===== src/vae_pkg.sv =====
`default_nettype none

package vae_pkg;

    // Q8.8 fixed point
    localparam int FRAC_BITS = 8;            // Binary point position
    typedef logic signed [15:0] fix_t;       // Sample, weight or bias
    typedef logic signed [31:0] acc_t;       // Full precision running sum

    // Network shape
    localparam int N_IN  = 9;                // Inputs, also decoded outputs
    localparam int N_LAT = 2;                // Mean branch latents

    // Memory geometry
    localparam int WT_ROWS   = 18;           // Layer-2 rows then layer-3 rows
    localparam int WT_ADDR_W = 5;
    localparam int X_ADDR_W  = 4;            // Input and output memories
    localparam int WT_BE_W   = 8;            // One enable per weight row byte
    localparam int X_BE_W    = 2;

    // Row marks used by the sequencer
    localparam logic [WT_ADDR_W-1:0] L3_BASE     = WT_ADDR_W'(N_IN);
    localparam logic [WT_ADDR_W-1:0] L2_LAST_ROW = WT_ADDR_W'(N_IN - 1);
    localparam logic [WT_ADDR_W-1:0] L3_LAST_ROW = WT_ADDR_W'(WT_ROWS - 1);
    localparam logic [X_ADDR_W-1:0]  OUT_LAST    = X_ADDR_W'(N_IN - 1);

    // Layer-2 entry, one per input j
    typedef struct packed {
        fix_t w1j;                           // Weight toward z1
        fix_t w2j;                           // Weight toward z2
        fix_t b1;                            // Bias of z1, row 0 only
        fix_t b2;                            // Bias of z2, row 0 only
    } l2_row_t;

    // Layer-3 entry, one per output j
    typedef struct packed {
        fix_t wj1;                           // Weight from z1
        fix_t wj2;                           // Weight from z2
        fix_t bj;
        fix_t pad;                           // Unused low field
    } l3_row_t;

    // Same 64-bit word, decoded by row range
    typedef union packed {
        l2_row_t l2;
        l3_row_t l3;
    } wt_row_u;

    // Host write port of the weight memory
    typedef struct packed {
        logic                 en;
        logic [WT_BE_W-1:0]   be;
        logic [WT_ADDR_W-1:0] addr;
        wt_row_u              data;
    } wt_wr_t;

    // Host write port of the input memory
    typedef struct packed {
        logic                en;
        logic [X_BE_W-1:0]   be;
        logic [X_ADDR_W-1:0] addr;
        fix_t                data;
    } x_wr_t;

    typedef struct packed {
        fix_t z1;
        fix_t z2;
    } lat_t;

endpackage

`default_nettype wire


===== src/param_ram.sv =====
`timescale 1ns/1ps
`default_nettype none

// Simple dual-port RAM, byte write enables, registered read
module param_ram #(
    parameter int DATA_W = 16,
    parameter int DEPTH  = 16,
    parameter int ADDR_W = 4,
    parameter int BE_W   = 2                 // DATA_W / 8
) (
    input  wire              clk,
    input  wire              wr_en,
    input  wire [BE_W-1:0]   wr_be,
    input  wire [ADDR_W-1:0] wr_addr,
    input  wire [DATA_W-1:0] wr_data,
    input  wire              rd_en,
    input  wire [ADDR_W-1:0] rd_addr,
    output logic [DATA_W-1:0] rd_data
);

    logic [DATA_W-1:0] mem [DEPTH];          // Storage array

    // Write port
    always_ff @(posedge clk)
    begin
        if (wr_en)
        begin
            for (int b = 0; b < BE_W; b++)
            begin
                if (wr_be[b])
                begin
                    mem[wr_addr][b*8 +: 8] <= wr_data[b*8 +: 8];   // Only enabled bytes
                end
            end
        end
    end

    // Read port, output holds while rd_en is low
    always_ff @(posedge clk)
    begin
        if (rd_en)
        begin
            rd_data <= mem[rd_addr];
        end
    end

endmodule

`default_nettype wire


===== src/vae_sequencer.sv =====
`timescale 1ns/1ps
`default_nettype none

// Run controller
// One row counter plus a phase register drive every read and strobe
module vae_sequencer (
    input  wire                           clk,
    input  wire                           rst_n,
    input  wire                           start,
    output logic                          idle,
    output logic                          done,
    output logic                          wt_rd_en,
    output logic [vae_pkg::WT_ADDR_W-1:0] wt_rd_addr,
    output logic                          x_rd_en,
    output logic [vae_pkg::X_ADDR_W-1:0]  x_rd_addr,
    output logic                          l2_step,
    output logic                          l2_first,
    output logic                          lat_ready,
    output logic                          l3_step,
    input  wire                           out_wr_valid,
    output logic [vae_pkg::X_ADDR_W-1:0]  out_wr_addr
);

    enum logic [2:0] {
        PH_IDLE,                             // Waiting for start
        PH_L2,                               // Rows 0..8 with inputs 0..8
        PH_WAIT,                             // Latents settle
        PH_L3,                               // Rows 9..17
        PH_DRAIN                             // Decoder pipeline empties
    } phase;

    logic [vae_pkg::WT_ADDR_W-1:0] cnt;      // Weight row now being read
    logic [vae_pkg::X_ADDR_W-1:0]  wr_cnt;   // Outputs written so far
    logic                          last_wr;  // Ninth output write

    assign last_wr = out_wr_valid && (wr_cnt == vae_pkg::OUT_LAST);

    // Phase and row counter
    always_ff @(posedge clk or negedge rst_n)
    begin
        if (!rst_n)
        begin
            phase <= PH_IDLE;
            cnt   <= '0;
        end
        else
        begin
            case (phase)
                PH_IDLE:
                begin
                    if (start)                   // Ignored outside idle
                    begin
                        phase <= PH_L2;
                        cnt   <= '0;
                    end
                end
                PH_L2:
                begin
                    if (cnt == vae_pkg::L2_LAST_ROW)
                    begin
                        phase <= PH_WAIT;
                        cnt   <= vae_pkg::L3_BASE;   // Parked for layer 3
                    end
                    else
                    begin
                        cnt <= cnt + 1'b1;
                    end
                end
                PH_WAIT:
                begin
                    phase <= PH_L3;              // One bubble for lat_ready
                end
                PH_L3:
                begin
                    if (cnt == vae_pkg::L3_LAST_ROW)
                    begin
                        phase <= PH_DRAIN;
                    end
                    else
                    begin
                        cnt <= cnt + 1'b1;
                    end
                end
                PH_DRAIN:
                begin
                    if (last_wr)
                    begin
                        phase <= PH_IDLE;        // idle rises with done
                    end
                end
                default: phase <= PH_IDLE;
            endcase
        end
    end

    // Output write address
    always_ff @(posedge clk or negedge rst_n)
    begin
        if (!rst_n)
        begin
            wr_cnt <= '0;
        end
        else if ((phase == PH_IDLE) && start)
        begin
            wr_cnt <= '0;                        // New run
        end
        else if (out_wr_valid)
        begin
            wr_cnt <= wr_cnt + 1'b1;
        end
    end

    // Stage strobes, one cycle behind the reads they belong to
    always_ff @(posedge clk or negedge rst_n)
    begin
        if (!rst_n)
        begin
            l2_step   <= 1'b0;
            l2_first  <= 1'b0;
            lat_ready <= 1'b0;
            l3_step   <= 1'b0;
            done      <= 1'b0;
        end
        else
        begin
            l2_step   <= (phase == PH_L2);
            l2_first  <= (phase == PH_L2) && (cnt == '0);
            lat_ready <= (phase == PH_WAIT);     // After the last l2_step
            l3_step   <= (phase == PH_L3);
            done      <= (phase == PH_DRAIN) && last_wr;   // Single pulse
        end
    end

    assign idle        = (phase == PH_IDLE);
    assign wt_rd_en    = (phase == PH_L2) || (phase == PH_L3);
    assign wt_rd_addr  = cnt;
    assign x_rd_en     = (phase == PH_L2);
    assign x_rd_addr   = cnt[vae_pkg::X_ADDR_W-1:0];   // Rows 0..8 map onto inputs
    assign out_wr_addr = wr_cnt;

endmodule

`default_nettype wire


===== src/latent_mac.sv =====
`timescale 1ns/1ps
`default_nettype none

// Layer-2 mean branch
// Nine products per latent accumulated one input per step
module latent_mac (
    input  wire                    clk,
    input  wire                    rst_n,
    input  wire                    l2_step,
    input  wire                    l2_first,
    input  wire                    lat_ready,
    input  wire vae_pkg::fix_t     x,
    input  wire vae_pkg::l2_row_t  row,
    output vae_pkg::lat_t          lat
);

    vae_pkg::fix_t w     [vae_pkg::N_LAT];   // Weights of this step
    vae_pkg::acc_t prod  [vae_pkg::N_LAT];
    vae_pkg::acc_t acc   [vae_pkg::N_LAT];
    vae_pkg::fix_t bias  [vae_pkg::N_LAT];   // Held from row 0
    vae_pkg::acc_t sum   [vae_pkg::N_LAT];   // Accumulator plus shifted bias
    vae_pkg::fix_t trunc [vae_pkg::N_LAT];

    assign w[0] = row.w1j;
    assign w[1] = row.w2j;

    always_comb
    begin
        for (int i = 0; i < vae_pkg::N_LAT; i++)
        begin
            prod[i]  = x * w[i];                 // Full 32-bit product
            sum[i]   = acc[i] + (vae_pkg::acc_t'(bias[i]) <<< vae_pkg::FRAC_BITS);
            trunc[i] = sum[i][vae_pkg::FRAC_BITS +: $bits(vae_pkg::fix_t)];   // Bits 23:8
        end
    end

    // Biases only live in row 0
    always_ff @(posedge clk)
    begin
        if (l2_step && l2_first)
        begin
            bias[0] <= row.b1;
            bias[1] <= row.b2;
        end
    end

    always_ff @(posedge clk or negedge rst_n)
    begin
        if (!rst_n)
        begin
            for (int i = 0; i < vae_pkg::N_LAT; i++)
            begin
                acc[i] <= '0;
            end
            lat <= '0;
        end
        else
        begin
            if (l2_step)
            begin
                for (int i = 0; i < vae_pkg::N_LAT; i++)
                begin
                    acc[i] <= l2_first ? prod[i] : acc[i] + prod[i];   // Reload on first
                end
            end
            if (lat_ready)
            begin
                lat.z1 <= trunc[0];
                lat.z2 <= trunc[1];
            end
        end
    end

endmodule

`default_nettype wire


===== src/decoder_mac.sv =====
`timescale 1ns/1ps
`default_nettype none

// Layer-3 branch, two register stages
// One decoded output per row, ReLU on the truncated sum
module decoder_mac (
    input  wire                    clk,
    input  wire                    rst_n,
    input  wire                    l3_step,
    input  wire vae_pkg::lat_t     lat,
    input  wire vae_pkg::l3_row_t  row,
    output logic                   o_valid,
    output vae_pkg::fix_t          o_data
);

    // Stage one
    vae_pkg::acc_t p1;                       // z1 * wj1
    vae_pkg::acc_t p2;                       // z2 * wj2
    vae_pkg::acc_t pb;                       // Bias aligned to the products
    logic          v1;

    // Stage two inputs
    vae_pkg::acc_t sum;
    vae_pkg::fix_t trunc;
    vae_pkg::fix_t relu;

    assign sum   = p1 + p2 + pb;
    assign trunc = sum[vae_pkg::FRAC_BITS +: $bits(vae_pkg::fix_t)];
    assign relu  = trunc[$bits(vae_pkg::fix_t)-1] ? '0 : trunc;   // Clamp negatives

    always_ff @(posedge clk)
    begin
        if (l3_step)
        begin
            p1 <= lat.z1 * row.wj1;
            p2 <= lat.z2 * row.wj2;
            pb <= vae_pkg::acc_t'(row.bj) <<< vae_pkg::FRAC_BITS;
        end
    end

    always_ff @(posedge clk)
    begin
        if (v1)
        begin
            o_data <= relu;
        end
    end

    // Valid pipeline, o_valid two cycles after l3_step
    always_ff @(posedge clk or negedge rst_n)
    begin
        if (!rst_n)
        begin
            v1      <= 1'b0;
            o_valid <= 1'b0;
        end
        else
        begin
            v1      <= l3_step;
            o_valid <= v1;
        end
    end

endmodule

`default_nettype wire


===== src/forward_vae_bram.sv =====
`timescale 1ns/1ps
`default_nettype none

// VAE forward pass, mean path only
// Host loads weights and inputs, pulses start, reads outputs after done
module forward_vae_bram (
    input  wire                          clk,
    input  wire                          rst_n,
    input  wire                          start,
    output logic                         idle,
    output logic                         done,
    input  wire vae_pkg::wt_wr_t         wt_wr,
    input  wire vae_pkg::x_wr_t          x_wr,
    input  wire                          out_rd_en,
    input  wire [vae_pkg::X_ADDR_W-1:0]  out_rd_addr,
    output vae_pkg::fix_t                out_rd_data
);

    logic                          wt_rd_en;
    logic [vae_pkg::WT_ADDR_W-1:0] wt_rd_addr;
    vae_pkg::wt_row_u              wt_rd_data;   // Decoded per layer below
    logic                          x_rd_en;
    logic [vae_pkg::X_ADDR_W-1:0]  x_rd_addr;
    vae_pkg::fix_t                 x_rd_data;
    logic                          l2_step;
    logic                          l2_first;
    logic                          lat_ready;
    logic                          l3_step;
    vae_pkg::lat_t                 lat;
    logic                          o_valid;
    vae_pkg::fix_t                 o_data;
    logic [vae_pkg::X_ADDR_W-1:0]  out_wr_addr;

    // Weight memory, both layers
    param_ram #(
        .DATA_W ($bits(vae_pkg::wt_row_u)),
        .DEPTH  (vae_pkg::WT_ROWS),
        .ADDR_W (vae_pkg::WT_ADDR_W),
        .BE_W   (vae_pkg::WT_BE_W)
    ) u_wt_ram (
        .clk     (clk),
        .wr_en   (wt_wr.en),
        .wr_be   (wt_wr.be),
        .wr_addr (wt_wr.addr),
        .wr_data (wt_wr.data),
        .rd_en   (wt_rd_en),
        .rd_addr (wt_rd_addr),
        .rd_data (wt_rd_data)
    );

    // Input samples
    param_ram #(
        .DATA_W ($bits(vae_pkg::fix_t)),
        .DEPTH  (vae_pkg::N_IN),
        .ADDR_W (vae_pkg::X_ADDR_W),
        .BE_W   (vae_pkg::X_BE_W)
    ) u_x_ram (
        .clk     (clk),
        .wr_en   (x_wr.en),
        .wr_be   (x_wr.be),
        .wr_addr (x_wr.addr),
        .wr_data (x_wr.data),
        .rd_en   (x_rd_en),
        .rd_addr (x_rd_addr),
        .rd_data (x_rd_data)
    );

    // Decoded outputs, written whole words by the decoder
    param_ram #(
        .DATA_W ($bits(vae_pkg::fix_t)),
        .DEPTH  (vae_pkg::N_IN),
        .ADDR_W (vae_pkg::X_ADDR_W),
        .BE_W   (vae_pkg::X_BE_W)
    ) u_out_ram (
        .clk     (clk),
        .wr_en   (o_valid),
        .wr_be   ({vae_pkg::X_BE_W{1'b1}}),
        .wr_addr (out_wr_addr),
        .wr_data (o_data),
        .rd_en   (out_rd_en),
        .rd_addr (out_rd_addr),
        .rd_data (out_rd_data)
    );

    vae_sequencer u_seq (
        .clk          (clk),
        .rst_n        (rst_n),
        .start        (start),
        .idle         (idle),
        .done         (done),
        .wt_rd_en     (wt_rd_en),
        .wt_rd_addr   (wt_rd_addr),
        .x_rd_en      (x_rd_en),
        .x_rd_addr    (x_rd_addr),
        .l2_step      (l2_step),
        .l2_first     (l2_first),
        .lat_ready    (lat_ready),
        .l3_step      (l3_step),
        .out_wr_valid (o_valid),
        .out_wr_addr  (out_wr_addr)
    );

    latent_mac u_lat (
        .clk       (clk),
        .rst_n     (rst_n),
        .l2_step   (l2_step),
        .l2_first  (l2_first),
        .lat_ready (lat_ready),
        .x         (x_rd_data),
        .row       (wt_rd_data.l2),          // Rows 0..8 view
        .lat       (lat)
    );

    decoder_mac u_dec (
        .clk     (clk),
        .rst_n   (rst_n),
        .l3_step (l3_step),
        .lat     (lat),
        .row     (wt_rd_data.l3),            // Rows 9..17 view
        .o_valid (o_valid),
        .o_data  (o_data)
    );

endmodule

`default_nettype wire


===== config.mk =====
export PLATFORM = sky130hd
export DESIGN_NAME = forward_vae_bram
export DESIGN_NICKNAME = d
export VERILOG_FILES = /design/src/vae_pkg.sv /design/src/param_ram.sv /design/src/vae_sequencer.sv /design/src/latent_mac.sv /design/src/decoder_mac.sv /design/src/forward_vae_bram.sv
export SDC_FILE = /design/constraint.sdc
export NUM_CORES = 2
export LEC_CHECK = 0
export BUFFER_PORTS_ARGS = -buffer_cell sky130_fd_sc_hd__buf_2
export CAP_MARGIN = 20
export CELL_PAD_IN_SITES_DETAIL_PLACEMENT = 1
export CELL_PAD_IN_SITES_GLOBAL_PLACEMENT = 1
export CORE_MARGIN = 4
export CORE_UTILIZATION = 49
export CTS_CLUSTER_SIZE = 20
export DETAILED_ROUTE_END_ITERATION = 10
export GPL_TIMING_DRIVEN = 0
export PLACE_DENSITY_LB_ADDON = 0.12
export SYNTH_ARGS = -nofsm -noshare
export SYNTH_HDL_FRONTEND = slang
export SYNTH_SLANG_ARGS = --single-unit

===== constraint.sdc =====
create_clock -name clk -period 7.2 [get_ports clk]
set_input_delay 0.36 -clock clk [delete_from_list [all_inputs] [get_ports clk]]
set_output_delay 0.36 -clock clk [all_outputs]
set_load 0.03 [all_outputs]

==> Word level (Yosys, flattened, before mapping) <==
Memory sizes are Yosys's and may differ from the RTL's. A register that Yosys moved wholly into a read port is not among the register bits.
Cells that the tools add are included.
{ "word_totals": {"register_bits": 195, "latch_bits": 0, "ramBits": 1472, "rom_bits": 0, "input_bits": 109, "output_inout_bits": 18, "word_cells": 106, "memories": 4} }
{ "memory_table": {"columns": ["memory", "words", "word_bits", "rd", "rd_clocked_by_memory_dff", "write_ports", "line_no", "rtl"], "rows": [
  ["u_wt_ram.mem", 18, 64, 1, 1, 1, "param_ram.sv:21", "logic [DATA_W-1:0] mem [DEPTH];"],
  ["u_out_ram.mem", 9, 16, 1, 1, 1, "param_ram.sv:21", null],
  ["u_x_ram.mem", 9, 16, 1, 1, 1, "param_ram.sv:21", null],
  ["u_lat.bias", 2, 16, 2, 0, 2, "latent_mac.sv:20", "vae_pkg::fix_t bias [vae_pkg::N_LAT];"]
]} }
{ "classes": {"addsub": 8, "n_mul": 4, "n_div": 0, "magnitude_cmp": 0, "n_eq_ne": 12, "shift": 0, "n_mux": 47, "bitwise_logic": 0, "reduce_logical": 12} }
{ "ops": {"columns": ["operator", "n"], "rows": [
  ["adder 24 bit", 4],
  ["adder 32 bit", 2],
  ["multiplier 16 x 16 -> 32 bit", 2],
  ["two-way mux 32 bit", 2],
  ["multiplier 16 x 16 -> 24 bit", 2],
  ["two-way mux 1 bit", 34],
  ["two-way mux 5 bit", 3],
  ["one-hot mux 3 bit (5 select lines)", 1],
  ["one-hot mux 5 bit (3 select lines)", 1],
  ["two-way mux 3 bit", 4],
  ["two-way mux 4 bit", 2],
  ["equality test 3 x 2 -> 1 bit, second input constant", 2],
  ["inequality test 2 bit, second input constant", 3],
  ["adder 5 x 1 -> 5 bit, second input constant", 1],
  ["equality test 5 x 4 -> 1 bit, second input constant", 1],
  ["equality test 5 bit, second input constant", 1],
  ["logical AND 1 bit", 5],
  ["logical NOT 5 bit", 1],
  ["adder 4 x 1 -> 4 bit, second input constant", 1],
  ["equality test 4 bit, second input constant", 1],
  ["inequality test 2 x 1 -> 1 bit, second input constant", 2],
  ["AND reduction 4 bit", 1],
  ["equality test 3 x 1 -> 1 bit, second input constant", 1],
  ["equality test 3 bit, second input constant", 1],
  ["other kinds (5)", 5]
]} }

==> Logic depth before layout (Yosys ltp) <==
{ "depth": {"word_depth": 4, "ltp_mapped": 34, "ltp_nobuf": 32} }

==> Hierarchy <==
Synthesis repeated with hierarchy kept, for this count alone.
{ "unflattened": {"cells_unflattened": 7540, "area_unflattened_um2": 101678.8} }
{ "by_module_without_submodules": {"columns": ["mod", "n_inst", "cells_per_inst", "area_each_um2", "seq_area_each_um2"], "rows": [
  ["param_ram at u_wt_ram", 1, 2225, 46495.8, 36515.0],
  ["latent_mac", 1, 2574, 22811.9, 2962.8],
  ["decoder_mac", 1, 1976, 18960.7, 2422.3],
  ["param_ram at u_out_ram ...", 2, 338, 6239.7, 4804.6],
  ["vae_sequencer", 1, 88, 927.1, 425.4],
  ["forward_vae_bram", 1, 1, 3.8, 0.0]
]} }

==> Worst setup path before layout <==
Ideal clock, no wire load.
{ "synth_path": {"kind": "reg-to-reg", "start": "register u_x_ram.rd_data[9] (read register of u_x_ram.mem)", "end": "register u_lat.acc[55] (netlist bit)", "setup_ns": 0.137, "arrival_time_ns": 7.233, "setup_slack_ns": -0.170, "path_stages_with_launch": 30, "synth_period_minus_slack_ns": 7.370, "cell_sequence": "edfxtp_1 -> clkbuf_1 -> clkbuf_1 -> nand2_1 -> fa_1 -> fa_1 -> fa_1 -> fa_1 -> inv_1 -> fa_1 -> inv_1 -> fa_1 -> inv_1 -> ha_1 -> nand2_1 -> o31ai_2 -> a21oi_1 -> nor2b_1 -> o21ai_0 -> a21boi_0 -> o21ai_0 -> o31a_1 -> ha_1 -> or2_2 -> a211oi_1 -> a211oi_1 -> o31a_1 -> or4b_1 -> nand3_1 -> a21oi_1"} }
{ "synth_via": {"elab_chain_len": 3} }
{ "synth_lines": {"columns": ["element", "line_no", "rtl"], "rows": [
  ["from (decl)", "param_ram.sv:18", "output logic [DATA_W-1:0] rd_data"],
  ["multiplier 16 x 16 -> 32 bit (*)", "latent_mac.sv:31", "prod[i] = x * w[i];"],
  ["adder 32 bit", "latent_mac.sv:63", "acc[i] <= l2_first ? prod[i] : acc[i] + prod[i];"],
  ["two-way mux 32 bit (*)", "latent_mac.sv:63", null],
  ["to (signal, indexed assignment)", "latent_mac.sv:63", null],
  ["to (decl)", "latent_mac.sv:19", "vae_pkg::acc_t acc [vae_pkg::N_LAT];"]
]} }
Every way passes the cells marked *; elsewhere a longest branch is shown, timed or not.
A chain may end at the register's enable or synchronous reset.

==> Worst setup path after layout <==
{ "layout_path": {"start": "register u_wt_ram.rd_data[52] (read register of u_wt_ram.mem)", "end": "register u_lat.acc[55] (netlist bit)"} }
{ "layout_via": {"elab_chain_len": 3} }
{ "layout_lines": {"columns": ["element", "line_no"], "rows": [
  ["from (decl)", "param_ram.sv:18"],
  ["multiplier 16 x 16 -> 32 bit (*)", "latent_mac.sv:31"],
  ["adder 32 bit", "latent_mac.sv:63"],
  ["two-way mux 32 bit (*)", "latent_mac.sv:63"]
]} }
Marked as above.

==> qor.yml <==
status: "complete, but fails checks"
violations: "setup timing"
grt_pass1_vias: 66000
cts-root-buf: "clkbuf_16"
pin_count: 127
startpoint_type: "register"
layout_setup_ws_ns: -0.441
vias: 59100
final_cell_mix: "edfxtp_1, inv_1, fa_1"
cts_tree: "yes"
routed_via_density: 5.63
hold_path_class: "in -> reg"
wirelength_um: 289000
die_area_mm2: 0.211
holdWs_ns: 0.123
yosysSeqAreaShare_pct: 51.6
synthCells: 7129
crit_type: "reg -> reg"
nets: 8948
fin_crit_sh_pct: 106
rsz0062_at_grt: "true"
arrival_ns: 8.26
max_stage_delay_ns: 0.59
critical_path_buf_inv_count: 6
gp_congestion: 0.916
ys_types: 78
async_flop_share_pct: 5.70
grt-ovfl-total: 0
grt_max_degree: 70
cp_max_fo: 10
period_needed_ns: 7.64
path_common_cell: "fa_1"
coreArea_mm2: 0.203
drive_gt1_share_pct: 16.0
htree_levels: 4
crit_required_ns: 7.82
synth.cell_area_mm2: 0.100
dr.pass1.iters: 5
cts_sinks: 1736
critPathCaptureType: "register"
grt_pass1_wl_um: 432000
synthXorXnorAreaFrac_pct: 2.09
portBuffers: 120
slew_viol_final: 0
fmax_mhz: 131
cp_top_family: "adder cells"
cts.clk_slew.worst_paths_ns: 0.06
synthMuxAreaShare_pct: 9.99
synth_top_family_by_area: "adder cells"
maxCapViolations: 0
tightest_slew_ns: 1.20
synth_fa_ha_area_share_pct: 20.4
chipWidth_um: 460
die_h_um: 460
antenna_found_initial: 24
slowest_stage: "fa_2"
row_count: 165
syn_nets: 8410
final_common_cell: "edfxtp_1"
detail_route.wl_per_cell_um: 27.5
start_util_pct: 49.4
worstSkewPairLatency_ns: 0.82
synth_seq_cells: 1736
grt_usage_pct: 27.9
synth_area_per_cell_um2: 14.0
route.antenna.remaining_nets: 0
setup-violations-final: 14
synth-compound-area-share_pct: 3.39
slew_headroom_pct: 20.0
syn_to_final_growth_pct: 13.7
postLayoutCoreUtil_pct: 56.1
tns_ns: -3.01
drtIter0Drc: 4544
ys.flop_type: "edfxtp_1"
synth_edf_count: 1637
synth-simple-area-share_pct: 7.63
dpl.hpwl_um: 217000
ys.warnings.count: 0
clockBufferDepth: 3
drc: 0
skew_ns: 0.0612
finalHoldViolCount: 0
cts_buffers: 180
per-stage QoR:
stage	std cells	setup WS (ns)	area, um2
2_1_floorplan	7129	0.0479	100000
3_3_place_gp	9921	-1.87	104000
3_5_place_dp	9937	-1.98	104000
4_1_cts	10500	-0.389	113000
5_1_grt	10500	-0.671	114000
6_report	10500	-0.441	114000
worst reg2reg max path, stage by stage, from the launching register on:
cell and delay, ns:
edfxtp_1 0.54, buf_4 0.22, clkbuf_8 0.17, and2_1 0.17, fa_1 0.53, inv_1 0.05, fa_1 0.48, fa_1 0.52
inv_1 0.06, fa_1 0.51, fa_1 0.50, inv_1 0.05, fa_2 0.59, inv_1 0.10, ha_4 0.30, and3_4 0.19
o311a_1 0.18, o31ai_2 0.08, a211o_1 0.35, xnor2_1 0.21, ha_1 0.27, or3_1 0.40, o31a_1 0.33, or4b_1 0.48
nand3_1 0.10, a21oi_1 0.06
layer usage:
layer | wire, um | track usage (%) | up-vias
li1 | - | - | 25700
met1 | 114000 | 35.4 | 31300
met2 | 146000 | 48.3 | 1633
met3 | 16100 | 4.70 | 473
met4 | 11900 | 10.0 | 20
met5 | 128 | 0 | -
repair_timing:
item | CTS | global route
pin swaps | 67 | 57
endpoints found under the setup margin | 38 | 27
gates resized for setup | 335 | 136
cloned | 1 | 0
hold buffers | 88 | 0
buffers inserted | 120 | 19
endpoints found under the hold margin | 1422 | 0
cell type report:
cell class / instances / area [um2]
tap: 2672 / 3340
multi-input combinational: 4110 / 44500
clock inverter: 107 / 1020
sequential: 1736 / 51600
inverter: 965 / 3630
clock buffer: 215 / 4680
timing repair buffer: 374 / 3110
fill: 19500 / 88900
buffer: 300 / 1760
antenna: 11 / 27.5
path summary, 6_finish.rpt:
check	startpoint	end	slack (ns)	depth (start not counted)
setup / recovery	u_wt_ram.rd_data[52]$_DFFE_PP_	u_lat.acc[55]$_DFFE_PN0P_	-0.44	25
hold / removal	x_wr[20]	u_x_ram.mem[4][0]$_DFFE_PP_	0.12	3
setup reg to reg	u_wt_ram.rd_data[52]$_DFFE_PP_	u_lat.acc[55]$_DFFE_PN0P_	-0.44	25
hold reg to reg	u_wt_ram.rd_data[1]$_DFFE_PP_	u_lat.bias[0][17]$_DFFE_PP_	0.42	0
max in group asynchronous	rst_n	u_lat.acc[8]$_DFFE_PN0P_	5.16	4
min in group asynchronous	rst_n	u_lat.acc[17]$_DFFE_PN0P_	0.55	3
Yosys cell counts (all sizes together) (27+ instances only):
cell | number | area share (%)
edfxtp | 1637 | 49
inv | 964 | 3.6
fa | 767 | 15
nand2 | 609 | 2.3
and2 | 425 | 2.7
ha | 405 | 5.1
nor2 | 394 | 1.5
mux4 | 382 | 8.6
clkbuf | 264 | 0.99
a21oi | 247 | 1.2
xnor2 | 170 | 1.5
mux2i | 111 | 1.1
o21ai | 104 | 0.52
dfrtp | 99 | 2.5
xor2 | 69 | 0.60
buf | 54 | 0.22
a21o | 48 | 0.36
nor3 | 44 | 0.22
nand2b | 38 | 0.24
nand3 | 33 | 0.17
o21a | 33 | 0.25
nor2b | 27 | 0.18
sequential cells by signal, indices dropped and copies added, names as in the netlist, 24 cells and up:
name and cells:
u_dec.p2 24, u_x_ram.mem 144, u_wt_ram.mem 1152, u_lat.acc 48, u_lat.bias 32, u_lat.lat 32, u_out_ram.mem 135, u_dec.p1 24
u_wt_ram.rd_data 64
logic make-up (layout without fill, tap and decap cells):
family / after synthesis / in the layout
fa+ha+maj: 1172 / 1172
mux: 517 / 517
flops: 1736 / 1736
xor+xnor: 239 / 239
simple gates: 1628 / 1628
buf+inv: 1283 / 1961
compound gates: 553 / 553
other cells: 1 / 12
Power is left out: the tool's default activity adds up to more than one toggle a clock period on the data nets, which glitch-free logic cannot reach.
